### config.mk
export PLATFORM = sky130hd
export DESIGN_NAME = hazardUnit
export DESIGN_NICKNAME = d
export VERILOG_FILES = /design/src/mipsPkg.sv /design/src/hazardUnit.sv
export SDC_FILE = /design/constraint.sdc
export NUM_CORES = 1
export LEC_CHECK = 0
export BUFFER_PORTS_ARGS = -buffer_cell sky130_fd_sc_hd__buf_2
export CORE_AREA = 2 2 39 41
export DETAILED_ROUTE_END_ITERATION = 8
export DIE_AREA = 0 0 41 43
export GPL_TIMING_DRIVEN = 0
export PLACE_DENSITY = 0.65
export RECOVER_POWER = 25
export SYNTH_ARGS = -nofsm -noshare
export SYNTH_HDL_FRONTEND = slang
export SYNTH_SLANG_ARGS = --single-unit
### constraint.sdc
create_clock -name vclk -period 3.8
set_input_delay 0.95 -clock vclk [all_inputs]
set_output_delay 0.95 -clock vclk [all_outputs]
set_load 0.02 [all_outputs]
### src/mipsPkg.sv
package mipsPkg;

    // ------------------------------
    // Widths and basic types
    // ------------------------------
    localparam int WORD_W = 32;
    localparam int REG_AW = 5;

    typedef logic [WORD_W-1:0] wordT;     // Data and instruction word
    typedef logic [REG_AW-1:0] regAddrT;  // Register number
    typedef logic [5:0]        opcodeT;
    typedef logic [5:0]        functT;
    typedef logic [1:0]        regDstT;   // Destination field select
    typedef logic [2:0]        aluOpT;

    // Primary opcodes
    localparam opcodeT OP_RTYPE = 6'b000000;
    localparam opcodeT OP_J     = 6'b000010;
    localparam opcodeT OP_JAL   = 6'b000011;
    localparam opcodeT OP_BEQ   = 6'b000100;
    localparam opcodeT OP_BNE   = 6'b000101;
    localparam opcodeT OP_ADDI  = 6'b001000;
    localparam opcodeT OP_ORI   = 6'b001101;
    localparam opcodeT OP_LUI   = 6'b001111;
    localparam opcodeT OP_LW    = 6'b100011;
    localparam opcodeT OP_SW    = 6'b101011;

    // R-type function codes
    localparam functT FN_JR   = 6'b001000;
    localparam functT FN_ADDU = 6'b100001;
    localparam functT FN_SUBU = 6'b100011;
    localparam functT FN_AND  = 6'b100100;
    localparam functT FN_OR   = 6'b100101;
    localparam functT FN_SLT  = 6'b101010;

    localparam regDstT REG_DST_RT = 2'b00;
    localparam regDstT REG_DST_RD = 2'b01;
    localparam regDstT REG_DST_RA = 2'b10;  // JAL link register

    // ALU operations
    localparam aluOpT ALU_ADD = 3'd0;
    localparam aluOpT ALU_SUB = 3'd1;
    localparam aluOpT ALU_AND = 3'd2;
    localparam aluOpT ALU_OR  = 3'd3;
    localparam aluOpT ALU_SLT = 3'd4;
    localparam aluOpT ALU_LUI = 3'd5;   // Immediate into upper half

    localparam int IMEM_DEPTH = 256;    // Words
    localparam int DMEM_DEPTH = 256;

endpackage

### src/hazardUnit.sv
`timescale 1ns/1ps

module hazardUnit (
    input  mipsPkg::opcodeT  idOpcode,
    input  mipsPkg::functT   idFunct,
    input  mipsPkg::regAddrT idRs,
    input  mipsPkg::regAddrT idRt,
    input  mipsPkg::regAddrT exDstReg,
    input  logic             exRegWrite,
    input  logic             exMemRead,
    input  mipsPkg::regAddrT memDstReg,
    input  logic             memMemRead,
    output logic             pcWrite,
    output logic             ifIdWrite,
    output logic             idBubble
);
    import mipsPkg::*;

    logic isBranch;
    logic isJr;
    logic exHitRs;   // EX destination matches a decode source
    logic exHitRt;
    logic memHitRs;  // MEM load target matches a decode source
    logic memHitRt;
    logic stall;

    assign isBranch = (idOpcode == OP_BEQ) || (idOpcode == OP_BNE);
    assign isJr     = (idOpcode == OP_RTYPE) && (idFunct == FN_JR);

    // r0 never carries a dependence
    assign exHitRs  = (exDstReg != '0) && (exDstReg == idRs);
    assign exHitRt  = (exDstReg != '0) && (exDstReg == idRt);
    assign memHitRs = memMemRead && (memDstReg != '0) && (memDstReg == idRs);
    assign memHitRt = memMemRead && (memDstReg != '0) && (memDstReg == idRt);

    // ------------------------------
    // Stall detection, by priority
    // ------------------------------
    always_comb begin
        if (isBranch && exRegWrite && (exHitRs || exHitRt))
            stall = 1'b1;   // Compare needs a value still in EX
        else if (isJr && exRegWrite && exHitRs)
            stall = 1'b1;   // Same for the jump register
        else if (isBranch && (memHitRs || memHitRt))
            stall = 1'b1;   // Load data not ready until writeback
        else if (isJr && memHitRs)
            stall = 1'b1;
        else if (exMemRead && (exHitRs || exHitRt))
            stall = 1'b1;   // Classic load-use
        else
            stall = 1'b0;
    end

    // Hold PC and IF/ID, send a bubble down to EX
    assign pcWrite   = !stall;
    assign ifIdWrite = !stall;
    assign idBubble  = stall;

endmodule

== Yosys cells after proc, flatten, opt, wreduce, memory -nomap -nowiden ==
Cells that the tools add are included.
Storage, ports and cells
  register bits after elaboration: 0
  input port bits: 35
  output and inout bits: 3
  word-level logic and storage cells: 32
Cells by class
  equality and inequality tests: 7
  multiplexer cells: 5
  reduce and logical (&&, ||, !) cells: 20
Operator list (count)
  == test 5 bit: 4
  logical AND 1 bit: 13
  == test 6 x 3 -> 1 bit (second input constant): 2
  nonzero test 5 bit: 2
  == test 6 x 4 -> 1 bit (second input constant): 1
  logical NOT 6 bit: 1
  2-to-1 mux 1 bit: 5
  logical OR 1 bit: 3
  logical NOT 1 bit: 1

== Longest topological paths before layout ==
Gate-level depths: netlist (run 1).
  depth after elaboration: 10
  mapped depth: 6
  gate-level depth less buffers: 5

== Worst setup path after synthesis (run 1) ==
OpenSTA, ideal clock, no wires.
  path type: in2out
  from: input port exDstReg[1]
  to: output port pcWrite
  arrival time: 2.181 ns
  required time: 2.850 ns
  setup slack: 0.669 ns
  stages: 6
  path buffers: 1
  cell sequence: or4_4 -> o211ai_2 -> o21ai_1 -> o21ai_2 -> o21a_1 -> buf_4
Between the ends
  word-level cells in the longest chain between the ends: 10
  elaborated cells on any way between the ends: 15
  those cells by class: eq/ne: 2; mux: 5; reduce/logical: 8
RTL lines
  start: declaration: line hazardUnit.sv:8  | input mipsPkg::regAddrT exDstReg,
  == test 5 bit, or another cell as far along: line hazardUnit.sv:31  | assign exHitRs = (exDstReg != '0) && (exDstReg == idRs);
  logical AND 1 bit, on equally long branches: line hazardUnit.sv:31, hazardUnit.sv:32
  logical OR 1 bit: line hazardUnit.sv:40, hazardUnit.sv:48
  logical AND 1 bit: line hazardUnit.sv:48  | else if (exMemRead && (exHitRs || exHitRt))
  2-to-1 mux 1 bit: line hazardUnit.sv:48
  2-to-1 mux 1 bit: line hazardUnit.sv:46  | else if (isJr && memHitRs)
  2-to-1 mux 1 bit: line hazardUnit.sv:44  | else if (isBranch && (memHitRs || memHitRt))
  2-to-1 mux 1 bit: line hazardUnit.sv:42  | else if (isJr && exRegWrite && exHitRs)
  2-to-1 mux 1 bit (*): line hazardUnit.sv:40  | if (isBranch && exRegWrite && (exHitRs || exHitRt))
  logical NOT 1 bit (*)
  end: declaration: line hazardUnit.sv:13  | output logic pcWrite,
Mark *: on every way between the ends. The rest lies on a longest branch, timed or not.

== Worst setup path in the final report (run 1) ==
  from: input port idOpcode[1]
  to: output port pcWrite
Between the ends
  word-level cells in the longest chain between the ends: 8
  elaborated cells on any way between the ends: 16
  those cells by class: eq/ne: 2; mux: 4; reduce/logical: 10
RTL lines
  start: declaration: line hazardUnit.sv:4  | input mipsPkg::opcodeT idOpcode,
  logical NOT 6 bit: line hazardUnit.sv:28  | assign isJr = (idOpcode == OP_RTYPE) && (idFunct == FN_JR);
  logical AND 1 bit: line hazardUnit.sv:28
  logical AND 1 bit: line hazardUnit.sv:46
  2-to-1 mux 1 bit: line hazardUnit.sv:46
  2-to-1 mux 1 bit: line hazardUnit.sv:44
  2-to-1 mux 1 bit: line hazardUnit.sv:42
  2-to-1 mux 1 bit (*): line hazardUnit.sv:40
  logical NOT 1 bit (*): line hazardUnit.sv:55  | assign pcWrite = !stall;
Marked as above.

==> flow_summary.json, run 1 <==
{
  "slew_headroom_pct": 79.3,
  "post-cts-setup-buffers": 0,
  "hp-class": "in -> out",
  "p_leak_nw": 0.240,
  "start_util_pct": 26.2,
  "maxCapViolCount": 0,
  "n_antenna_cell": 0,
  "end_kind": "output port",
  "place.gp.congestion": 0.811,
  "vias_per_cell": 4.81,
  "fin_crit_sh_pct": 86.3,
  "num-fill-cells": 157,
  "avgSynthCellArea_sq_um": 8.06,
  "seq_area_sq_um": 0,
  "ios": 38,
  "fin_util_pct": 41.4,
  "die_h_microns": 43,
  "period_minus_slack_ns": 3.28,
  "ctsResizeCount": 0,
  "yosysSeqAreaShare_pct": 0,
  "final_nets": 120,
  "postSynthCellCount": 45,
  "required_ns": 2.85,
  "synth_nets": 80,
  "synthTopCellsByArea": "xnor2_1, xor2_1, nor4_4",
  "antenna_found_initial": 0,
  "yosysUniqueCellTypes": 21,
  "drive_above_1_share_pct": 54.2,
  "via_count": 476,
  "rsz0062_at_grt": "false",
  "drc": 0,
  "seq_cells": 0,
  "netlist.area_leader.share_pct": 31.4,
  "status": "complete, no violations",
  "wl_per_cell_microns": 10.4,
  "path_cells": "buf_2 -> nor4_4 -> a21oi_1 -> nor4_2 -> o21ai_2 -> o21a_1 -> buf_4 -> buf_2",
  "die-area_sq_um": 1760,
  "nClkBuffers": 0,
  "layout_commonest_cell": "buf_2",
  "first_pass_iters": 4,
  "die_w_microns": 41,
  "synth_warnings": 0,
  "wl_microns": 1030,
  "synth_area_sq_um": 363,
  "holdWs_ns": 2.31,
  "core_sq_um": 1380,
  "dp_hpwl_microns": 963,
  "synth_area_leader_cell": "xnor2_1",
  "fp-row-count": 14,
  "clock.fmax_mhz": 305,
  "finalHoldViolCount": 0,
  "slew_violations": 0,
  "antenna_left": 0,
  "ctsHoldBuffers": 0,
  "first_global_vias": 464,
  "power_density_nw_per_um2": 99.4,
  "worst_slew_pin_slew_ns": 0.309,
  "place.port_buffers": 38,
  "totalNegativeSetupSlack_ns": 0,
  "peakVddDrop_v": 0.0000401,
  "start_kind": "primary input",
  "grt_pass1_wl_microns": 1660,
  "path_max_fanout": 4,
  "grt.overflow.total": 0,
  "report.final.setup_viol": 0,
  "crit_type": "in -> out",
  "worst_path_max_delay_cell": "nor4_4",
  "syn_to_final_growth_pct": 57.9,
  "layout_common_cells": "buf_2, xnor2_1, xor2_1",
  "crit_top_cell": "buf_2",
  "critical_path_arrival_ns": 2.33,
  "drtIter0Drc": 3,
  "slowest_delay_ns": 0.35,
  "grt.total_usage_pct": 12.4,
  "grt_max_degree": 5
}
==> Yosys cell counts (all sizes together) <==
master / count
xnor2: 13
o21ai: 5
nor4: 3
nor2: 1
o21a: 1
or4: 2
nand4: 1
nand3: 3
o211ai: 1
xor2: 7
buf: 1
nor3: 2
nor4b: 2
a21oi: 2
nand2: 1
==> stage by stage <==
step	cells	total power, W	area [sq um]	setup slack, ns
after floorplan	45	0.0000263	363	0.669
after global placement	99	0.0000568	573	0.518
after detailed placement	99	0.0000576	573	0.513
after CTS	99	0.0000578	573	0.510
after global routing	99	0.0000633	573	0.443
final	99	0.0000570	573	0.521
==> path summary, 6_finish.rpt <==
path,start,to,slack [ns],cells after the start
worst min-delay path,memMemRead,idBubble,2.31,4
worst max-delay path,idOpcode[1],pcWrite,0.52,8
==> worst max-delay path, delay by kind of cell <==
kind,cells,cell delay [ns]
AO/OA/AOI/OAI,3,0.34
buffers and inverters,3,0.37
AND/OR/NAND/NOR,2,0.65
==> layout make-up <==
| class | instances | area, sq um | area share (%) |
|---|---|---|---|
| plain buffers | 1 | 7.51 | 1.31 |
| multi-input cells | 44 | 355 | 62.0 |
| repair buffers | 38 | 190 | 33.2 |
| well taps | 16 | 20.0 | 3.49 |
==> power by group <==
part | switching (W) | internal [W]
Combinational | 0.0000268 | 0.0000301
Clock | 0 | 0
Sequential | 0 | 0
==> cell families (layout without fill, tap and decap cells) <==
| logic type | Yosys count | after routing | share of synthesized area (%) |
|---|---|---|---|
| AOI/OAI and AO/OA | 9 | 9 | 16.2 |
| xor gates and xnor gates | 20 | 20 | 48.3 |
| buffers and inverters | 1 | 39 | 2.07 |
| and+or+nand+nor | 15 | 15 | 33.4 |
==> metal layers <==
metal	routed length (microns)	up-vias	GRT usage [%]
met5	0	-	0
met3	122	0	0.524
met4	0	0	0
li1	-	241	-
met1	397	211	13.3
met2	505	24	25.3
No activity file was read; power rests on OpenSTA's default activity.
==> run 2, diff against run 1 <==
--- a/config.mk
+++ b/config.mk
@@ -10,7 +10,7 @@
 export DETAILED_ROUTE_END_ITERATION = 8
 export DIE_AREA = 0 0 41 43
 export GPL_TIMING_DRIVEN = 0
-export PLACE_DENSITY = 0.65
+export PLACE_DENSITY = 0.68
 export RECOVER_POWER = 25
 export SYNTH_ARGS = -nofsm -noshare
 export SYNTH_HDL_FRONTEND = slang
==> constraint.sdc (replaced) <==
create_clock -name vclk -period 2.65
set_input_delay 0.6625 -clock vclk [all_inputs]
set_output_delay 0.6625 -clock vclk [all_outputs]
set_load 0.02 [all_outputs]
==> run 2 against run 1 <==
  * Via count grew 2.3%
  * Sequential cell count is the same
  * Utilization grew 3.2 points
  * Critical endpoint is now ifIdWrite
  * Hold slack lost 0.57 ns
  * Clock-buffer cell count is the same
  * Highest routed layer unchanged
  * Sequential share of layout area is the same
  * Setup slack lost 0.49 ns
  * Die area is the same
  * Wire length grew 2.3%
==> flow_summary.json, run 2 (synthesized netlist as in run 1, its figures left out) <==
{
  "ios": 38,
  "hp-class": "in -> out",
  "first_global_vias": 444,
  "slew_headroom_pct": 82.8,
  "ctsHoldBuffers": 0,
  "fin_crit_sh_pct": 99.0,
  "wl_per_cell_microns": 10.4,
  "slew_violations": 0,
  "critical_path_arrival_ns": 1.96,
  "p_leak_nw": 0.261,
  "place.gp.congestion": 0.817,
  "nClkBuffers": 0,
  "wl_met2_microns": 533,
  "final_nets": 122,
  "drtIter0Drc": 2,
  "clock.fmax_mhz": 381,
  "die_w_microns": 41,
  "layout_commonest_cell": "buf_2",
  "crit_family": "simple AND/OR/NAND/NOR gates",
  "path_max_fanout": 3,
  "syn_to_final_growth_pct": 70.0,
  "routed.top_layer": "met3",
  "wl_microns": 1050,
  "grt.total_usage_pct": 11.9,
  "maxCapViolCount": 0,
  "finalNonFillerCells": 101,
  "grt_max_degree": 5,
  "slowest_delay_ns": 0.55,
  "crit_start": "exDstReg[1]",
  "start_util_pct": 26.2,
  "grt_pass1_wl_microns": 1580,
  "dr_wl_met3_microns": 146,
  "fp-row-count": 14,
  "n_antenna_cell": 0,
  "crit_type": "in -> out",
  "wirelength_met1_microns": 368,
  "finalHoldViolCount": 0,
  "worstSetupEndpoint": "ifIdWrite",
  "worst_path_max_delay_cell": "or4_4",
  "grt.overflow.total": 0,
  "dp.cells": 99,
  "totalNegativeSetupSlack_ns": 0,
  "via_count": 487,
  "required_ns": 1.99,
  "power_density_nw_per_um2": 140,
  "period_minus_slack_ns": 2.62,
  "seq_cells": 0,
  "peakVddDrop_v": 0.0000600,
  "drc": 0,
  "seq_area_sq_um": 0,
  "layout_common_cells": "buf_2, xnor2_1, xor2_1",
  "vias_per_cell": 4.82,
  "worst-path-buf-inv": 2,
  "place.port_buffers": 38,
  "end_kind": "output port",
  "path_cells": "buf_2 -> or4_4 -> o211ai_2 -> o21ai_1 -> o21ai_2 -> o21a_1 -> buf_4",
  "first_pass_iters": 3,
  "drive_above_1_share_pct": 57.6,
  "worstSetupPathDepth": 7,
  "num-fill-cells": 155,
  "antenna_found_initial": 0,
  "worst_slew_pin_slew_ns": 0.255,
  "core_sq_um": 1380,
  "report.final.setup_viol": 0,
  "rsz0062_at_grt": "true",
  "die_h_microns": 43,
  "antenna_left": 0,
  "start_kind": "primary input",
  "die-area_sq_um": 1760,
  "status": "complete, no violations"
}
[run 2: area by class of cell]
class / instances / area, sq um / share of cell area, %
timing repair buffer: 41 / 231 / 37.5
multi-input combinational: 44 / 365 / 59.2
tap: 16 / 20.0 / 3.25
[run 2: how the worst min path moves through the flow]
stage / to / from / cells after the start / slack [ns]
6_report: idBubble / memMemRead / 4 / 1.74
5_1_grt: idBubble / memMemRead / 4 / 1.79
4_1_cts: idBubble / memMemRead / 4 / 1.75
3_5_place_dp: idBubble / memMemRead / 4 / 1.75
3_3_place_gp: idBubble / memMemRead / 4 / 1.75
2_1_floorplan: idBubble / memMemRead / 2 / 1.64
[run 2: stage by stage]
step / power (W) / hold WS (ns) / instance area (sq um) / util [%] / setup slack, ns
2_1_floorplan: 0.0000377 / 1.64 / 363 / - / 0.0936
3_3_place_gp: 0.0000812 / 1.75 / 573 / 41.4 / -0.0567
3_5_place_dp: 0.0000824 / 1.75 / 573 / 41.4 / -0.0688
4_1_cts: 0.0000853 / 1.75 / 598 / 43.2 / 0.0109
5_1_grt: 0.0000954 / 1.79 / 617 / 44.6 / -0.0204
6_report: 0.0000866 / 1.74 / 617 / 44.6 / 0.0262
[run 2: report_power, final]
| part | switching, W | internal [W] |
|---|---|---|
| sequential | 0 | 0 |
| clock | 0 | 0 |
| combinational | 0.0000403 | 0.0000463 |
[run 2: routing by layer]
layer | vias to the layer above | GRT usage, %
li1 | 245 | -
met1 | 217 | 12.3
met2 | 25 | 25.0
met3 | 0 | 0
met4 | 0 | 0
met5 | - | 0
[run 2: what timing repair did]
item | CTS | global route
resized for setup | 3 | 4
endpoints found under the hold margin | 0 | 0
pin swaps | 7 | 0
setup buffers | 3 | 0
setup endpoints to repair | 1 | 3
