[config.mk]
export PLATFORM = sky130hd
export DESIGN_NAME = executeStage
export DESIGN_NICKNAME = d
export VERILOG_FILES = /design/src/mipsPkg.sv /design/src/executeStage.sv
export SDC_FILE = /design/constraint.sdc
export NUM_CORES = 1
export LEC_CHECK = 0
export BUFFER_PORTS_ARGS = -buffer_cell sky130_fd_sc_hd__buf_2
export CORE_MARGIN = 2
export CORE_UTILIZATION = 54
export DETAILED_ROUTE_END_ITERATION = 8
export PLACE_DENSITY = 0.83
export SLEW_MARGIN = 20
export SYNTH_ARGS = -nofsm -noshare
export SYNTH_HDL_FRONTEND = slang
export SYNTH_SLANG_ARGS = --single-unit
[constraint.sdc]
create_clock -name clk -period 5.2 [get_ports clk]
set_input_delay 1.3 -clock clk [delete_from_list [all_inputs] [get_ports clk]]
set_output_delay 1.3 -clock clk [all_outputs]
set_load 0.02 [all_outputs]
[src/mipsPkg.sv]
package mipsPkg;

    // ------------------------------
    // Widths and basic types
    // ------------------------------
    localparam int WORD_W = 32;
    localparam int REG_AW = 5;

    typedef logic [WORD_W-1:0] wordT;     // Data and instruction word
    typedef logic [REG_AW-1:0] regAddrT;  // Register number
    typedef logic [5:0]        opcodeT;
    typedef logic [5:0]        functT;
    typedef logic [1:0]        regDstT;   // Destination field select
    typedef logic [2:0]        aluOpT;

    // Primary opcodes
    localparam opcodeT OP_RTYPE = 6'b000000;
    localparam opcodeT OP_J     = 6'b000010;
    localparam opcodeT OP_JAL   = 6'b000011;
    localparam opcodeT OP_BEQ   = 6'b000100;
    localparam opcodeT OP_BNE   = 6'b000101;
    localparam opcodeT OP_ADDI  = 6'b001000;
    localparam opcodeT OP_ORI   = 6'b001101;
    localparam opcodeT OP_LUI   = 6'b001111;
    localparam opcodeT OP_LW    = 6'b100011;
    localparam opcodeT OP_SW    = 6'b101011;

    // R-type function codes
    localparam functT FN_JR   = 6'b001000;
    localparam functT FN_ADDU = 6'b100001;
    localparam functT FN_SUBU = 6'b100011;
    localparam functT FN_AND  = 6'b100100;
    localparam functT FN_OR   = 6'b100101;
    localparam functT FN_SLT  = 6'b101010;

    localparam regDstT REG_DST_RT = 2'b00;
    localparam regDstT REG_DST_RD = 2'b01;
    localparam regDstT REG_DST_RA = 2'b10;  // JAL link register

    // ALU operations
    localparam aluOpT ALU_ADD = 3'd0;
    localparam aluOpT ALU_SUB = 3'd1;
    localparam aluOpT ALU_AND = 3'd2;
    localparam aluOpT ALU_OR  = 3'd3;
    localparam aluOpT ALU_SLT = 3'd4;
    localparam aluOpT ALU_LUI = 3'd5;   // Immediate into upper half

    localparam int IMEM_DEPTH = 256;    // Words
    localparam int DMEM_DEPTH = 256;

endpackage

[src/executeStage.sv]
`timescale 1ns/1ps

module executeStage (
    input  logic             clk,
    input  logic             arstN,
    input  mipsPkg::regAddrT exRs,
    input  mipsPkg::regAddrT exRt,
    input  mipsPkg::regAddrT exDstReg,
    input  logic             exRegWrite,
    input  logic             exMemRead,
    input  logic             exMemWrite,
    input  mipsPkg::aluOpT   exAluOp,
    input  logic             exAluSrcImm,
    input  mipsPkg::wordT    exA,
    input  mipsPkg::wordT    exB,
    input  mipsPkg::wordT    exImm,
    input  logic             exLink,
    input  mipsPkg::wordT    exLinkAddr,
    input  logic             wbRegWrite,
    input  mipsPkg::regAddrT wbDstReg,
    input  mipsPkg::wordT    wbData,
    output mipsPkg::regAddrT memDstReg,
    output logic             memRegWrite,
    output logic             memMemRead,
    output logic             memMemWrite,
    output mipsPkg::wordT    memAluResult,
    output mipsPkg::wordT    memStoreData
);
    import mipsPkg::*;

    wordT srcA, srcB, aluB, aluOut;

    // ------------------------------
    // Operand forwarding
    // ------------------------------
    always_comb begin
        if (memRegWrite && memDstReg != '0 && memDstReg == exRs)
            srcA = memAluResult;   // Newest value first
        else if (wbRegWrite && wbDstReg != '0 && wbDstReg == exRs)
            srcA = wbData;
        else
            srcA = exA;
        if (memRegWrite && memDstReg != '0 && memDstReg == exRt)
            srcB = memAluResult;
        else if (wbRegWrite && wbDstReg != '0 && wbDstReg == exRt)
            srcB = wbData;
        else
            srcB = exB;
    end

    assign aluB = exAluSrcImm ? exImm : srcB;

    always_comb begin
        case (exAluOp)
            ALU_SUB: aluOut = srcA - aluB;
            ALU_AND: aluOut = srcA & aluB;
            ALU_OR:  aluOut = srcA | aluB;
            ALU_SLT: aluOut = {31'h0, $signed(srcA) < $signed(aluB)};
            ALU_LUI: aluOut = {aluB[15:0], 16'h0};
            default: aluOut = srcA + aluB;
        endcase
    end

    // EX/MEM register
    always_ff @(posedge clk or negedge arstN) begin
        if (!arstN) begin
            memDstReg   <= '0;
            memRegWrite <= 1'b0;
            memMemRead  <= 1'b0;
            memMemWrite <= 1'b0;
        end else begin
            memDstReg   <= exDstReg;
            memRegWrite <= exRegWrite;
            memMemRead  <= exMemRead;
            memMemWrite <= exMemWrite;
        end
    end

    always_ff @(posedge clk) begin
        memAluResult <= exLink ? exLinkAddr : aluOut;   // JAL writes PC + 4
        memStoreData <= srcB;
    end

endmodule

==> flow_summary.json, run 1 <==
{
  "grt_overflow": 23,
  "fp.dieH_um": 132,
  "worst-ep-kind": "register data pin",
  "synth_fp_nets": 1471,
  "start_util": 0.555,
  "syn_area_per_cell_um2": 7.52,
  "syn-cell-area_um2": 8880,
  "grt_start_max_net_pins": 42,
  "tool.error": "[ERROR GRT-0232] Routing congestion too high. Check the congestion heatmap in the GUI.",
  "ys_types": 91,
  "htree_levels": 3,
  "synth_top_family_by_area": "compound AO/OA/AOI/OAI gates",
  "yosysSeqAreaShare": 0.167,
  "cts_sinks": 72,
  "io_pins": 263,
  "synthArstFlopShare": 0.111,
  "synth-edff-count": 0,
  "num_rows": 46,
  "cts.path.max_buffers": 2,
  "synthXorXnorAreaFrac": 0.0493,
  "synth_flop_cell": "dfxtp_1",
  "numPortBuffers": 262,
  "dpl.hpwl_um": 35400,
  "routabilityCongestion": 1.08,
  "cts_made_buffers": 9,
  "die_w_um": 132,
  "synthAdderAreaFrac": 0.140,
  "muxShareOfSynthArea": 0.118,
  "ys_ff_latch": 72,
  "clockRootBuffer": "clkbuf_16",
  "status": "aborted with a tool error",
  "yosysWarnings": 0,
  "synthCells": 1182,
  "grt_usage": 0.824,
  "synth_simple_gate_area_frac": 0.154,
  "holdBufCountCts": 0,
  "synth-compound-area-share": 0.291,
  "worst_endpoint": "memAluResult[23]$_DFF_P_/D",
  "stop_stage": "global routing"
}
[per-layer routing]
metal,track usage,overflow
met5,0.619,0
met4,0.780,9
met3,0.741,3
met2,0.913,7
met1,0.839,4
[synthesized netlist by cell type (all sizes together) (10+ instances only)]
cell    count  area share
a21o       18       0.015
a21oi      98       0.057
buf        22       0.015
clkbuf     54       0.023
dfxtp      64        0.14
ha         96        0.14
inv       100       0.042
mux2       15       0.019
mux2i      84       0.099
nand2     121       0.052
nand3      17      0.0096
nor2       80       0.034
nor3       17      0.0096
nor4       12       0.013
o21ai     124       0.072
o21bai     17       0.015
o221ai     20       0.020
o22ai      10      0.0070
xnor2      40       0.039
xor2       10      0.0099
[stage by stage]
stage / cells / utilization / instance area, um^2 / TNS (ps) / setup WS [ps]
2_1_floorplan: 1182 / - / 8920 / 0 / 19.4
3_3_place_gp: 1871 / 0.776 / 12400 / -12420 / -679
3_5_place_dp: 1871 / 0.776 / 12400 / -16660 / -837
4_1_cts: 1909 / 0.836 / 13400 / -8.86 / -4.39
[repair_timing]
action                                  4_1_cts
pin swaps                                    45
endpoints found under the setup margin       26
gates resized for setup                     112
setup buffers                                24
[logic make-up after synthesis]
kind of cell | Yosys count
AO/OA/AOI/OAI | 390
AND/OR/NAND/NOR | 295
buffers and inverters | 178
multiplexers | 99
adder cells (fa/ha/maj) | 98
flip-flops | 72
XOR/XNOR | 50
==> run 2: changes to the inputs <==
CORE_UTILIZATION = 40   (was 54)
PLACE_DENSITY = default   (was 0.83)
PLACE_DENSITY_LB_ADDON = 0.15   (was default)
==> flow_summary.json, run 2 <==
{
  "skew_ps": 9.47,
  "num_vias": 11300,
  "grt_overflow": 0,
  "synthCells": 1182,
  "fp.dieH_um": 153,
  "multiInputGateArea_um2": 7390,
  "worstSetupStartpoint": "wbDstReg[0]",
  "dpl.hpwl_um": 33900,
  "die-area_um2": 23400,
  "fillerInstances": 1993,
  "worst_pin_slew_ps": 1020,
  "layout_common_cells": "buf_4, buf_2, nand2_1",
  "hold_viol": 0,
  "yosys-top-cells-count": "nand2_1, o21ai_0, inv_1, ha_1, a21oi_1",
  "cp-end-kind": "flip-flop",
  "path_class": "in -> reg",
  "vias_per_cell": 5.65,
  "fin_ws_ps": -207,
  "drive_gt1_frac": 0.439,
  "grt_start_max_net_pins": 42,
  "clk_latency_ps": 350,
  "synth_top_area_frac": 0.144,
  "drt_pre_antenna_iters": 7,
  "routabilityCongestion": 1.01,
  "finalSetupViolCount": 16,
  "synth_top_cell_by_area": "dfxtp_1",
  "power.total_mw": 3.26,
  "cp_data_required_time_ps": 5440,
  "slew-limit-headroom": 0.323,
  "synth_flop_cell": "dfxtp_1",
  "num_rows": 54,
  "synthMostInstantiatedCell": "nand2_1",
  "rsz0062_at_grt": "yes",
  "status": "finished with violations",
  "critPathMaxStageDelay_ps": 550,
  "finalMaxSlewViolations": 0,
  "syn-cell-area_um2": 8880,
  "synthArstFlopShare": 0.111,
  "hold_path.class": "reg -> reg",
  "nets": 2002,
  "cts_sinks": 72,
  "holdBufCountCts": 0,
  "yosysSeqAreaShare": 0.167,
  "dp_slack_ps": -745,
  "ys_types": 91,
  "tns_ps": -1040,
  "worstPathMaxFanout": 13,
  "worstHoldStart": "memAluResult[6]$_DFF_P_",
  "cts_tree": "built",
  "finalInstanceArea_um2": 13800,
  "grt_pass1_vias": 10600,
  "path_cells": "buf_4, or4_4, o21ai_4, nor4_4, buf_12, buf_4, mux2i_1, o21ai_1, mux2i_1, buf_4, inv_1, ha_1, a211o_1, a221oi_4, a21boi_4, o31ai_4, buf_6, a21oi_4, o21ai_4, buf_4, a2111o_1, a32oi_2",
  "die_w_um": 153,
  "violations": "negative setup slack",
  "wire_per_inst_um": 21.4,
  "drc_errors": 0,
  "cts_made_buffers": 9,
  "io_pins": 263,
  "htree_levels": 3,
  "grt_pass1_wl_um": 62400,
  "clock.fmax_mhz": 185,
  "final_antenna_net_count": 0,
  "critPathSlowestCell": "or4_4",
  "clk_pin_slew_worst_paths_ps": 60,
  "reg.largest.list": "memAluResult: 32 flops, memStoreData: 32 flops, memDstReg: 5 flops",
  "ys_ff_latch": 72,
  "cts.path.max_buffers": 2,
  "layout_commonest_cell": "buf_4",
  "critPathArrivalTime_ps": 5650,
  "cap_violations": 0,
  "power.leakage_nw": 6.52,
  "drt_first_iter_violations": 1042,
  "wl_um": 42800,
  "p_per_area_nw_per_um2": 236,
  "worstSetupStartpointType": "input pin",
  "seqCellArea_um2": 1480,
  "yosys-top-cells-area": "dfxtp_1, ha_1, mux2i_1, o21ai_0, a21oi_1",
  "numPortBuffers": 262,
  "yosysWarnings": 0,
  "min_period_ps": 5410,
  "syn_area_per_cell_um2": 7.52,
  "min_period_over_period": 1.04,
  "timing.rr.start": "memDstReg[1]$_DFF_PN0_",
  "antenna_found_initial": 6,
  "clockRootBuffer": "clkbuf_16",
  "peakVddDrop_uv": 134,
  "synth-edff-count": 0,
  "grt_usage": 0.346,
  "area_growth_pct": 55.8,
  "crit_top_cell": "buf_4",
  "start_util": 0.407,
  "coreArea_um2": 21800,
  "synth_fp_nets": 1471,
  "place_area_um2": 12500
}
-- run 2: cells by family after synthesis --
group,synth area share
adders and majority gates,0.140
AOI/OAI and AO/OA,0.291
muxes,0.118
xor gates and xnor gates,0.0493
DFF,0.167
buffers and inverters,0.0804
and+or+nand+nor,0.154
-- run 2: stage by stage --
stage | utilization | hold WS [ps] | cells
final | 0.634 | 507 | 2002
after global routing | 0.634 | 526 | 2002
after CTS | 0.612 | 518 | 1981
after detailed placement | 0.574 | 506 | 1941
after global placement | 0.574 | 490 | 1941
after floorplan | - | 554 | 1182
-- run 2: repair_timing --
action	in CTS	in global routing
buffers inserted	27	20
resized for setup	70	81
endpoints found under the setup margin	22	25
pin swaps	41	68
-- run 2: critical path: cells and delay by family --
family | cells | cell delay, ps
adder cells (fa/ha/maj) | 1 | 220
buffers and inverters | 7 | 930
multiplexers | 2 | 330
AO/OA/AOI/OAI | 10 | 2230
AND/OR/NAND/NOR | 2 | 620
-- run 2: report_power, final --
group          switching, mW  internal, mW  total [mW]
sequential            0.0577         0.612       0.670
clock                  0.280         0.422       0.702
combinational           1.01         0.874        1.89
-- run 2: final cells by class --
cell class / count / area share
sequential: 72 / 0.107
clock inverter: 7 / 0.00687
timing repair buffer: 596 / 0.282
inverter: 102 / 0.0277
multi-input combinational: 932 / 0.534
tap: 280 / 0.0253
antenna: 4 / 0.000723
clock buffer: 9 / 0.0163
-- run 2: worst paths after layout --
kind | to | slack (ps) | depth (start not counted)
worst max-delay path | memAluResult[20]$_DFF_P_ | -210 | 22
worst min-delay path | memStoreData[6]$_DFF_P_ | 510 | 2
worst max register to register | memAluResult[20]$_DFF_P_ | 420 | 21
worst min register to register | memStoreData[6]$_DFF_P_ | 510 | 2
max in group asynchronous | memDstReg[3]$_DFF_PN0_ | 4240 | 1
min in group asynchronous | memRegWrite$_DFF_PN0_ | 790 | 1
-- run 2: metal layers --
| metal | track usage | vias to the layer above | part of all wire |
|---|---|---|---|
| met5 | 0 | - | 0.00030 |
| li1 | - | 5284 | - |
| met3 | 0.0601 | 95 | 0.095 |
| met4 | 0.146 | 2 | 0.036 |
| met2 | 0.519 | 632 | 0.43 |
| met1 | 0.489 | 5308 | 0.44 |
Note: power is estimated with default switching activity, not from simulation.
==> run 3: changes to the inputs <==
RECOVER_POWER = 100   (was default)
==> flow_summary.json, run 3 (synthesis gave the netlist of run 2 again) <==
{
  "status": "finished with violations",
  "violations": "negative setup slack",
  "clk_pin_slew_worst_paths_ps": 60,
  "internal-power_mw": 1.89,
  "slew-limit-headroom": 0.336,
  "fillerInstances": 2037,
  "fin_ws_ps": -234,
  "routabilityCongestion": 1.01,
  "grt_usage": 0.346,
  "swShare": 0.417,
  "nets": 2002,
  "layout_common_cells": "buf_4, buf_2, nand2_1",
  "cts_tree": "built",
  "fp.dieH_um": 153,
  "power.leakage_nw": 6.32,
  "antenna_found_initial": 5,
  "grt_pass1_wl_um": 62400,
  "grt_overflow": 0,
  "die-area_um2": 23400,
  "cp_data_required_time_ps": 5440,
  "vias_per_cell": 5.64,
  "min_period_ps": 5430,
  "cap_violations": 0,
  "num_vias": 11300,
  "worstSetupStartpointType": "input pin",
  "worst_pin_slew_ps": 997,
  "drt_pre_antenna_iters": 7,
  "drc_errors": 0,
  "cts_sinks": 72,
  "clk_latency_ps": 350,
  "finalMaxSlewViolations": 0,
  "drive_gt1_frac": 0.397,
  "start_util": 0.407,
  "p_comb_frac": 0.577,
  "skew_ps": 9.23,
  "peakVddDrop_uv": 134,
  "dp_slack_ps": -745,
  "reg.largest.list": "memAluResult: 32 flops, memStoreData: 32 flops, memDstReg: 5 flops",
  "io_pins": 263,
  "wire_per_inst_um": 21.4,
  "min_period_over_period": 1.04,
  "finalSetupViolCount": 16,
  "hold_path.class": "reg -> reg",
  "layout_commonest_cell": "buf_4",
  "worstPathMaxFanout": 13,
  "clock.fmax_mhz": 184,
  "htree_levels": 3,
  "grt_pass1_vias": 10600,
  "fin_cells": 2002,
  "cts.path.max_buffers": 2,
  "coreArea_um2": 21800,
  "seq_power_share": 0.207,
  "hold_ws_ps": 514,
  "num_rows": 54,
  "critPathArrivalTime_ps": 5670,
  "die_w_um": 153,
  "holdBufCountCts": 0,
  "power.share.clock": 0.216,
  "clockRootBuffer": "clkbuf_16",
  "dp.cells": 1941,
  "p_per_area_nw_per_um2": 236,
  "dpl.hpwl_um": 33900,
  "path_class": "in -> reg",
  "seqCellArea_um2": 1480,
  "rsz0062_at_grt": "yes",
  "wl_um": 42800,
  "net-switching-power_mw": 1.35,
  "numPortBuffers": 262,
  "area_growth_pct": 54.7,
  "final_antenna_net_count": 0,
  "hold_viol": 0,
  "multiInputGateArea_um2": 7390,
  "cp-end-kind": "flip-flop",
  "drt_first_iter_violations": 1079,
  "cts_made_buffers": 9,
  "grt_start_max_net_pins": 42
}
==> run 3: cell types whose count changed in the layout (fill, tap and decap cells not counted) <==
cell      previous run  this run
buf_2              260       187
clkbuf_1             0        73
o21ai_0             74        79
o21ai_1             35        30
==> run 3: final timing paths <==
path                                          from                        to  slack (ps)  cells past startpoint
hold reg to reg            memAluResult[6]$_DFF_P_   memStoreData[6]$_DFF_P_         510                      2
setup / recovery                       wbDstReg[0]  memAluResult[20]$_DFF_P_        -230                     22
hold / removal             memAluResult[6]$_DFF_P_   memStoreData[6]$_DFF_P_         510                      2
min in group asynchronous                    arstN    memDstReg[4]$_DFF_PN0_         870                      1
max in group asynchronous                    arstN    memDstReg[3]$_DFF_PN0_        4020                      1
setup reg to reg            memDstReg[1]$_DFF_PN0_  memAluResult[20]$_DFF_P_         390                     21
==> run 3: cell type report <==
cell class                 count  share of cell area
inverter                     102              0.0279
clock buffer                   9              0.0164
sequential                    72               0.108
timing repair buffer         596               0.277
multi-input combinational    932               0.537
antenna                        4            0.000728
tap                          280              0.0255
clock inverter                 7             0.00692
==> run 3: metrics by stage <==
| stage | utilization | cell area, um^2 | TNS, ps | total power [mW] |
|---|---|---|---|---|
| floorplan | - | 8920 | 0 | 1.53 |
| global placement | 0.574 | 12500 | -11620 | 2.30 |
| detailed placement | 0.574 | 12500 | -13650 | 2.31 |
| CTS | 0.612 | 13400 | -797 | 3.11 |
| global route | 0.630 | 13700 | -4240 | 3.39 |
| finish | 0.630 | 13700 | -1300 | 3.25 |
==> run 3: layer usage <==
metal  global-route usage  share of wire  up-vias  routed length [um]
li1                     -              -     5286                   -
met1                0.489           0.44     5281               18800
met2                0.519           0.43      632               18400
met3               0.0601          0.093       87                3960
met4                0.146          0.037        0                1570
met5                    0              0        -                   0
==> run 3: power by group through the flow <==
| stage | registers [mW] | clock network, mW | logic (mW) |
|---|---|---|---|
| 2_1_floorplan | 0.730 | 0 | 0.800 |
| 3_3_place_gp | 0.680 | 0 | 1.62 |
| 3_5_place_dp | 0.680 | 0 | 1.63 |
| 4_1_cts | 0.667 | 0.708 | 1.74 |
| 5_1_grt | 0.675 | 0.724 | 1.99 |
| 6_report | 0.673 | 0.702 | 1.87 |
==> run 3: timing repair <==
action                                  in CTS  in global routing
endpoints found under the setup margin      22                 25
resized for setup                           70                 81
pin swaps                                   41                 68
buffers inserted                            27                 20
cloned                                       0                  0
==> run 3: worst max-delay path, stage by stage <==
cell and delay [ps]:
buf_4 130, or4_4 550, o21ai_4 180, nor4_4 70, buf_12 160, buf_4 130
mux2i_1 140, o21ai_1 100, mux2i_1 190, buf_4 180, inv_1 50, ha_1 220
a211o_1 330, a221oi_4 340, a21boi_4 280, o31ai_4 110, buf_6 140, a21oi_4 180
o21ai_4 80, buf_4 140, a2111o_1 370, a32oi_2 280
