--- src/mipsPkg.sv ---
package mipsPkg;

    // ------------------------------
    // Widths and basic types
    // ------------------------------
    localparam int WORD_W = 32;
    localparam int REG_AW = 5;

    typedef logic [WORD_W-1:0] wordT;     // Data and instruction word
    typedef logic [REG_AW-1:0] regAddrT;  // Register number
    typedef logic [5:0]        opcodeT;
    typedef logic [5:0]        functT;
    typedef logic [1:0]        regDstT;   // Destination field select
    typedef logic [2:0]        aluOpT;

    // Primary opcodes
    localparam opcodeT OP_RTYPE = 6'b000000;
    localparam opcodeT OP_J     = 6'b000010;
    localparam opcodeT OP_JAL   = 6'b000011;
    localparam opcodeT OP_BEQ   = 6'b000100;
    localparam opcodeT OP_BNE   = 6'b000101;
    localparam opcodeT OP_ADDI  = 6'b001000;
    localparam opcodeT OP_ORI   = 6'b001101;
    localparam opcodeT OP_LUI   = 6'b001111;
    localparam opcodeT OP_LW    = 6'b100011;
    localparam opcodeT OP_SW    = 6'b101011;

    // R-type function codes
    localparam functT FN_JR   = 6'b001000;
    localparam functT FN_ADDU = 6'b100001;
    localparam functT FN_SUBU = 6'b100011;
    localparam functT FN_AND  = 6'b100100;
    localparam functT FN_OR   = 6'b100101;
    localparam functT FN_SLT  = 6'b101010;

    localparam regDstT REG_DST_RT = 2'b00;
    localparam regDstT REG_DST_RD = 2'b01;
    localparam regDstT REG_DST_RA = 2'b10;  // JAL link register

    // ALU operations
    localparam aluOpT ALU_ADD = 3'd0;
    localparam aluOpT ALU_SUB = 3'd1;
    localparam aluOpT ALU_AND = 3'd2;
    localparam aluOpT ALU_OR  = 3'd3;
    localparam aluOpT ALU_SLT = 3'd4;
    localparam aluOpT ALU_LUI = 3'd5;   // Immediate into upper half

    localparam int IMEM_DEPTH = 256;    // Words
    localparam int DMEM_DEPTH = 256;

endpackage

--- src/decodeStage.sv ---
`timescale 1ns/1ps

module decodeStage (
    input  logic             clk,
    input  logic             arstN,
    input  mipsPkg::wordT    ifIdInstr,
    input  mipsPkg::wordT    ifIdPc,
    input  logic             idBubble,
    input  mipsPkg::regAddrT memDstReg,
    input  logic             memRegWrite,
    input  mipsPkg::wordT    memAluResult,
    input  logic             wbRegWrite,
    input  mipsPkg::regAddrT wbDstReg,
    input  mipsPkg::wordT    wbData,
    output logic             redirect,
    output mipsPkg::wordT    redirectPc,
    output mipsPkg::opcodeT  idOpcode,
    output mipsPkg::functT   idFunct,
    output mipsPkg::regAddrT idRs,
    output mipsPkg::regAddrT idRt,
    output mipsPkg::regAddrT exRs,
    output mipsPkg::regAddrT exRt,
    output mipsPkg::regAddrT exDstReg,
    output logic             exRegWrite,
    output logic             exMemRead,
    output logic             exMemWrite,
    output mipsPkg::aluOpT   exAluOp,
    output logic             exAluSrcImm,
    output mipsPkg::wordT    exA,
    output mipsPkg::wordT    exB,
    output mipsPkg::wordT    exImm,
    output logic             exLink,
    output mipsPkg::wordT    exLinkAddr
);
    import mipsPkg::*;

    wordT    regFile [32];
    wordT    rfRs, rfRt;     // Register file with write-through
    wordT    cmpRs, cmpRt;   // Branch compare operands
    wordT    pcPlus4, imm, branchPc;
    regAddrT rd, dstReg;
    regDstT  regDst;
    aluOpT   aluOp;
    logic    regWrite, memRead, memWrite, aluSrcImm, zeroExt;
    logic    isJump, isJr, link, taken;

    assign idOpcode = ifIdInstr[31:26];
    assign idRs     = ifIdInstr[25:21];
    assign idRt     = ifIdInstr[20:16];
    assign rd       = ifIdInstr[15:11];
    assign idFunct  = ifIdInstr[5:0];
    assign pcPlus4  = ifIdPc + 32'd4;

    // ------------------------------
    // Control decode
    // ------------------------------
    always_comb begin
        regDst    = REG_DST_RT;
        aluOp     = ALU_ADD;
        regWrite  = 1'b0;
        memRead   = 1'b0;
        memWrite  = 1'b0;
        aluSrcImm = 1'b0;
        zeroExt   = 1'b0;
        isJump    = 1'b0;
        isJr      = 1'b0;
        link      = 1'b0;
        case (idOpcode)
            OP_RTYPE: begin
                regDst   = REG_DST_RD;
                regWrite = 1'b1;
                case (idFunct)
                    FN_ADDU: aluOp = ALU_ADD;
                    FN_SUBU: aluOp = ALU_SUB;
                    FN_AND:  aluOp = ALU_AND;
                    FN_OR:   aluOp = ALU_OR;
                    FN_SLT:  aluOp = ALU_SLT;
                    FN_JR: begin
                        regWrite = 1'b0;
                        isJr     = 1'b1;
                    end
                    default: regWrite = 1'b0;   // Bubble and unknowns as no-op
                endcase
            end
            OP_ADDI: begin
                regWrite  = 1'b1;
                aluSrcImm = 1'b1;
            end
            OP_ORI: begin
                regWrite  = 1'b1;
                aluSrcImm = 1'b1;
                zeroExt   = 1'b1;
                aluOp     = ALU_OR;
            end
            OP_LUI: begin
                regWrite  = 1'b1;
                aluSrcImm = 1'b1;
                aluOp     = ALU_LUI;
            end
            OP_LW: begin
                regWrite  = 1'b1;
                memRead   = 1'b1;
                aluSrcImm = 1'b1;
            end
            OP_SW: begin
                memWrite  = 1'b1;
                aluSrcImm = 1'b1;   // Address is rs + offset
            end
            OP_JAL: begin
                regWrite = 1'b1;
                regDst   = REG_DST_RA;
                link     = 1'b1;
                isJump   = 1'b1;
            end
            OP_J:    isJump = 1'b1;
            default: ;
        endcase
    end

    always_comb begin
        case (regDst)
            REG_DST_RD: dstReg = rd;
            REG_DST_RA: dstReg = 5'd31;
            default:    dstReg = idRt;
        endcase
    end

    assign imm = zeroExt ? {16'h0, ifIdInstr[15:0]} : {{16{ifIdInstr[15]}}, ifIdInstr[15:0]};

    // ------------------------------
    // Register file
    // ------------------------------
    always_ff @(posedge clk) begin
        if (wbRegWrite && wbDstReg != '0)
            regFile[wbDstReg] <= wbData;   // r0 writes dropped
    end

    assign rfRs = (idRs == '0) ? '0 : (wbRegWrite && wbDstReg == idRs) ? wbData : regFile[idRs];
    assign rfRt = (idRt == '0) ? '0 : (wbRegWrite && wbDstReg == idRt) ? wbData : regFile[idRt];

    // MEM-stage forwarding for compare and JR only
    assign cmpRs = (memRegWrite && memDstReg != '0 && memDstReg == idRs) ? memAluResult : rfRs;
    assign cmpRt = (memRegWrite && memDstReg != '0 && memDstReg == idRt) ? memAluResult : rfRt;

    // Branch and jump resolution
    assign taken    = ((idOpcode == OP_BEQ) && (cmpRs == cmpRt))
                   || ((idOpcode == OP_BNE) && (cmpRs != cmpRt));
    assign branchPc = pcPlus4 + {imm[29:0], 2'b00};
    assign redirect = !idBubble && (taken || isJump || isJr);

    always_comb begin
        if (isJr)
            redirectPc = cmpRs;
        else if (isJump)
            redirectPc = {pcPlus4[31:28], ifIdInstr[25:0], 2'b00};
        else
            redirectPc = branchPc;
    end

    // ------------------------------
    // ID/EX register
    // ------------------------------
    always_ff @(posedge clk or negedge arstN) begin
        if (!arstN) begin
            exDstReg   <= '0;
            exRegWrite <= 1'b0;
            exMemRead  <= 1'b0;
            exMemWrite <= 1'b0;
            exLink     <= 1'b0;
        end else begin
            exDstReg   <= dstReg;
            exRegWrite <= regWrite && !idBubble;   // Stall inserts a bubble
            exMemRead  <= memRead && !idBubble;
            exMemWrite <= memWrite && !idBubble;
            exLink     <= link && !idBubble;
        end
    end

    always_ff @(posedge clk) begin
        exRs        <= idRs;
        exRt        <= idRt;
        exAluOp     <= aluOp;
        exAluSrcImm <= aluSrcImm;
        exA         <= rfRs;
        exB         <= rfRt;
        exImm       <= imm;
        exLinkAddr  <= pcPlus4;   // No delay slot
    end

endmodule

--- config.mk ---
export PLATFORM = sky130hd
export DESIGN_NAME = decodeStage
export DESIGN_NICKNAME = d
export VERILOG_FILES = /design/src/mipsPkg.sv /design/src/decodeStage.sv
export SDC_FILE = /design/constraint.sdc
export NUM_CORES = 2
export LEC_CHECK = 0
export CAP_MARGIN = 0
export CORE_AREA = 2 2 391 296
export DETAILED_ROUTE_END_ITERATION = 16
export DIE_AREA = 0 0 393 298
export DONT_BUFFER_PORTS = 1
export PLACE_DENSITY = 0.74
export REMOVE_ABC_BUFFERS = 1
export SETUP_SLACK_MARGIN = 0.15
export SLEW_MARGIN = 0
export SYNTH_ARGS = -nofsm -noshare
export SYNTH_HDL_FRONTEND = slang
export SYNTH_SLANG_ARGS = --single-unit
--- constraint.sdc ---
create_clock -name clk -period 5.68 [get_ports clk]
set_input_delay 0.852 -clock clk [delete_from_list [all_inputs] [get_ports clk]]
set_output_delay 0.852 -clock clk [all_outputs]
set_load 0.01 [all_outputs]
## After elaboration in Yosys (flattened, before gate mapping)

Memory sizes are Yosys's and may differ from the RTL's.
Index checks and enable logic that the tools add are counted.

- Add/subtract/negate cells: 2
- Equal/unequal tests: 23
- Muxes and demuxes: 25
- Reductions and logical operators: 26

Operator list:

| cell | number |
|---|---|
| 32-bit 2-to-1 mux | 8 |
| 6-bit equality test (second input constant) | 7 |
| 32-bit by 3-bit adder with 32-bit output (second input constant) | 1 |
| 32-bit adder | 1 |
| 32-bit equality test | 1 |
| 32-bit inequality test | 1 |
| 30-bit 2-to-1 mux | 1 |
| 6-bit by 4-bit equality test with 1-bit output (second input constant) | 4 |
| 5-bit equality test | 4 |
| 5-bit OR reduction | 3 |
| 1-bit logical AND | 13 |
| 6-bit by 2-bit equality test with 1-bit output (second input constant) | 2 |
| 6-bit by 3-bit equality test with 1-bit output (second input constant) | 2 |
| 3-bit case mux with 4 select lines | 1 |
| 1-bit 2-to-1 mux | 11 |
| 5-bit zero test | 2 |
| 5-bit case mux with 2 select lines | 1 |
| 5-bit nonzero test | 2 |
| 3-bit case mux with 3 select lines | 1 |
| 6-bit zero test | 1 |
| 2-bit case mux with 2 select lines | 1 |
| 1-bit logical OR | 3 |
| 2-bit by 1-bit equality test with 1-bit output (second input constant) | 1 |
| 2-bit equality test (second input constant) | 1 |
| other kinds (3) | 3 |

- Flip-flop bits (word level): 150
- RAM bits: 1,024
- Bits of input ports: 143
- Output and inout port bits: 206
- Logic and storage cells: 91
- Memories kept: 1

Memories:

| memory | depth | width | rd ports | clocked after Yosys merged registers in | write ports | RTL line | source |
|---|---|---|---|---|---|---|---|
| regFile | 32 | 32 | 2 | 0 | 1 | decodeStage.sv:37 | `wordT regFile [32];` |

## Logic depth before layout (Yosys ltp)

- Depth in word-level cells: 11
- Mapped depth: 18
- Gate-level depth less buffers: 18

## Worst setup path before layout

Ideal clock, no wire load.

- Path kind: input -> output
- Start: input ifIdPc[11]
- End: output redirectPc[31]
- Data arrival time: 4.448 ns
- Required time: 4.828 ns
- Setup slack: 0.380 ns
- Stages: 18
- Path buffers: 0
- Cells stage by stage: and3_1 -> and3_1 -> nand4_1 -> nor3_1 -> nand2_1 -> xnor2_1 -> ha_1 -> a21o_1 -> a21oi_1 -> o21ai_0 -> or4_1 -> o21ai_0 -> a21oi_1 -> a41oi_1 -> a21oi_1 -> xor2_1 -> and3_1 -> o31ai_1

- Word-level cells in the longest chain between the ends: 4

Ends and longest elaborated chain:

| what | RTL line | source |
|---|---|---|
| from (decl) | decodeStage.sv:7 | `input mipsPkg::wordT ifIdPc,` |
| 32-bit by 3-bit adder with 32-bit output | decodeStage.sv:52 | `assign pcPlus4 = ifIdPc + 32'd4;` |
| net pcPlus4[18] | decodeStage.sv:40 | `wordT pcPlus4, imm, branchPc;` |
| 32-bit adder | decodeStage.sv:148 | `assign branchPc = pcPlus4 + {imm[29:0], 2'b00};` |
| 32-bit 2-to-1 mux | decodeStage.sv:154 | `else if (isJump)` |
| 32-bit 2-to-1 mux | decodeStage.sv:152 | `if (isJr)` |
| to (decl) | decodeStage.sv:16 | `output mipsPkg::wordT redirectPc,` |

The timed path passes the listed nets, and every way through them passes these cells.

## Worst setup path in the final report

- Start: input ifIdInstr[21]
- End: output redirect

- Word-level cells in the longest chain between the ends: 11
- Elaborated cells between the ends (all ways): 17
- Those cells by class: eq/ne: 4; mux: 3; reduce/logical: 9; memory: 1

Ends and longest elaborated chain:

| what | RTL line | source |
|---|---|---|
| from (decl) | decodeStage.sv:6 | `input mipsPkg::wordT ifIdInstr,` |
| parallel branches: the longest is 4 deep, another holds memory read 32 x 32 bit | - |  |
| 32-bit 2-to-1 mux * | decodeStage.sv:142 | `assign cmpRs = (memRegWrite && memDstReg != '0 && memDstReg == idRs) ? memAluResult : rfRs;` |
| 32-bit equality test or 32-bit inequality test (tied branches) | decodeStage.sv:146, decodeStage.sv:147 |  |
| 1-bit logical AND (on tied branches) | decodeStage.sv:146, decodeStage.sv:147 |  |
| 1-bit logical OR * | decodeStage.sv:147 | `\|\| ((idOpcode == OP_BNE) && (cmpRs != cmpRt));` |
| 1-bit logical OR * (2 in a row) | decodeStage.sv:149 | `assign redirect = !idBubble && (taken \|\| isJump \|\| isJr);` |
| 1-bit logical AND * | decodeStage.sv:149 |  |
| to (decl) | decodeStage.sv:15 | `output logic redirect,` |

Every way passes the cells marked *.

==> out/metrics.csv <==
metric;value;unit
status;complete, but fails checks;
failing checks;max-slew violations, negative setup slack;
DRT Pass-1 Iters;9;
share of cells above drive strength 1;24.6;%
actual slew at the worst max-slew pin;1.54;ns
cells after synthesis;3536;
WL/cell;37.7;um
first-pass GRT wire length;273000;um
Root Driver;clkbuf_16;
Clock Sinks;1161;
Top delay family on crit path;simple AND/OR/NAND/NOR gates;
crit-path most repeated cell;buf_4;
adder-cell share of the synthesized area;0.791;%
Pwr Total;19100;uW
hold path startpoint;ifIdInstr[6];
post-synth top area share;54.6;%
Layout area overhead;11.2;%
CTS Buffer Depth;3;
Most used DFF post-synth;edfxtp_1;
Cell Chain, Critical Path;and2_4 -> buf_4 -> buf_6 -> a22oi_1 -> nand3_1 -> and4_4 -> o211ai_1 -> xor2_1 -> nor4_4 -> nand4_1 -> nor4_4 -> buf_4 -> nand4_1 -> buf_4 -> xnor2_1 -> a211o_1;
Global Route Usage Sum;33.3;%
RSZ-0062 raised after global routing;yes;
pin count of the biggest net entering global routing;264;
most common cell after layout, fill and taps aside;edfxtp_1;
Rel. slew slack;-2.69;%
Worst setup SP type;input pin;
Pwr Density;304;nW/um^2
initial DRC count;7449;
CP bufs+invs;4;
Cell Rows;107;
Initial Utilization;49.8;%
Max Cap Viol;0;
post-synth design cell area;56300;um^2
Final Max Tran Viols;34;
clock buffer count from CTS;108;
initial antenna violation count;16;
HP Class;in2reg;
Yosys reg bits;1161;
Ys Warns;0;
Async S/R FF share, synth;0.775;%
Synth area leader;edfxtp_1;
final worst setup slack;-0.591;ns
via/cell ratio;7.25;
die area;117000;um^2
post-route ant nets;0;
grt ovf;0;
clk_skew;0.0250;ns
register area share after synthesis;59.5;%
setup slack at placement;-0.126;ns
slowest CP cell;and2_4;
# nets final;3819;
routed via count;38248;
Max Freq;0.159;GHz
mux contribution to synthesized area;21.5;%
Ports;349;
Critical Path Start;ifIdInstr[21];
FF-to-FF Start;regFile[26][9];
post-synthesis xor/xnor area fraction;1.62;%
synth top area cells;edfxtp_1 (55%), mux4_2 (15%), mux2i_1 (4.8%), dfxtp_1 (4.5%), a22oi_1 (2.0%);
crit share post-route;110;%
IO Port Bufs;0;
Worst EP arrival;5.42;ns
routed wire length;199000;um
dpl hpwl;123000;um
clk slew on worst S/H paths;0.07;ns
worst ir drop on vdd;0.000246;V
CP peak stage delay;0.57;ns
Pleak;0.0213;uW
largest family of logic cells by synthesized area;multiplexers;
post-route setup TNS;-0.591;ns
simple-gate portion of the synthesized area;5.87;%
Clk Latency, worst-skew pair;0.74;ns
area fraction in compound gates after synthesis;7.16;%
Synth cell types;95;
Worst EP required;4.83;ns
htree depth;3;
critical path type;in2out;
Die X;393;um
most frequent cells in the layout;edfxtp_1 (1,024), mux4_2 (372), mux2i_1 (270);
Hold Fails Final Rpt;0;
final setup vio count;1;
CP endpoint kind;primary output;
DIE HEIGHT;298;um
Crit Path Max Fanout;211;
core area;113000;um^2
Post-route DRC;0;
vias in the first global route;35696;
min Tclk post-route;6.27;ns
Post-synth EDFFs;1024;
gpl congestion;0.992;
mean post-synth cell area;15.9;um^2
TritonCTS clock tree;done;
==> registers in the layout, summed over array words and instances (netlist names) <==
name,count
regFile,1024
exA,32
exB,32
exLinkAddr,32
exImm,18
exDstReg,5
exRs,5
exRt,5
exAluOp,3
exAluSrcImm,1
exLink,1
exMemRead,1
exMemWrite,1
exRegWrite,1
==> synthesized netlist by cell type, types with 7 or more instances <==
library cell  count
buf_6            35
dfrtp_1           9
a21oi_1         100
o22ai_1          46
o21ai_0          62
nor2_1          173
ha_1             34
nand2b_1         22
buf_2            84
a22o_1           14
a21o_1           18
nor4_1           15
a211oi_1         52
nand3_1          88
and3_1           23
nand3b_1          8
nor3_1           56
and3b_1           8
clkbuf_1         65
nand4_1          31
mux2i_1         270
nor2b_1          30
mux2_2           15
and4_1           14
buf_4            66
buf_12            7
o21a_1            7
edfxtp_1       1024
a31oi_1          14
dfxtp_1         128
xnor2_1          68
nand2_1         128
a22oi_1         152
xor2_1           36
mux4_2          371
inv_1            29
mux4_1           31
o211ai_1         21
a221oi_1         25
buf_1            16
nor3b_1           9
==> where the power goes <==
| part | internal (uW) | switching (uW) | total [uW] |
|---|---|---|---|
| combinational | 902 | 1080 | 1980 |
| sequential | 9490 | 153 | 9640 |
| clock | 4100 | 3340 | 7440 |
==> per-layer routing <==
layer	track usage, %	up-vias	routed length, um	part of all wire (%)
li1	-	14708	-	-
met1	45.6	19240	68100	34
met2	46.1	3634	83700	42
met3	13.6	650	35100	18
met4	16.3	16	11800	5.9
met5	0	-	165	0.083
==> cells by family (layout without fill, tap and decap cells) <==
| kind of cell | Yosys count | count (layout) |
|---|---|---|
| and+or+nand+nor | 654 | 654 |
| buffers and inverters | 312 | 479 |
| AOI/OAI and AO/OA | 579 | 579 |
| other | 1 | 48 |
| adders and majority gates | 35 | 35 |
| xor gates and xnor gates | 104 | 104 |
| DFF | 1161 | 1161 |
| muxes | 690 | 690 |
==> worst paths after layout <==
| path | end | slack (ns) | cells past startpoint |
|---|---|---|---|
| hold / removal | exImm[6] | 0.13 | 0 |
| hold reg to reg | exA[7] | 0.87 | 4 |
| setup reg to reg | exA[9] | 3.40 | 6 |
| min in group asynchronous | exMemWrite | 0.50 | 1 |
| max in group asynchronous | exDstReg[2] | 4.86 | 1 |
| setup / recovery | redirect | -0.59 | 16 |
==> cell type report <==
cell class / count / area [um^2]
Inverter: 30 / 113
Tap cell: 1526 / 1910
Timing Repair Buffer: 246 / 1990
Sequential cell: 1161 / 33500
Clock inverter: 67 / 624
Clock buffer: 136 / 2920
Multi-Input combinational cell: 2094 / 21500
Antenna cell: 16 / 40.0
Fill cell: 8617 / 50500
==> what timing repair did <==
| item | 4_1_cts | 5_1_grt |
|---|---|---|
| setup endpoints to repair | 2 | 10 |
| setup buffers | 3 | 6 |
| endpoints found under the hold margin | 9 | 0 |
| gates cloned | 1 | 0 |
| gates resized for setup | 12 | 54 |
| pin swaps | 3 | 24 |
| hold buffers | 1 | 0 |
==> through the flow <==
step           std cells  hold WS [ns]  area, um^2  util (%)
3_3_place_gp        5046         0.557       58700      51.8
3_5_place_dp        5046         0.557       58700      51.8
5_1_grt             5263         0.108       62600      55.3
6_report            5276         0.130       62600      55.4
2_1_floorplan       3285         0.556       54600         -
4_1_cts             5254         0.102       62300      55.1
No activity file was read; power rests on OpenSTA's default activity.
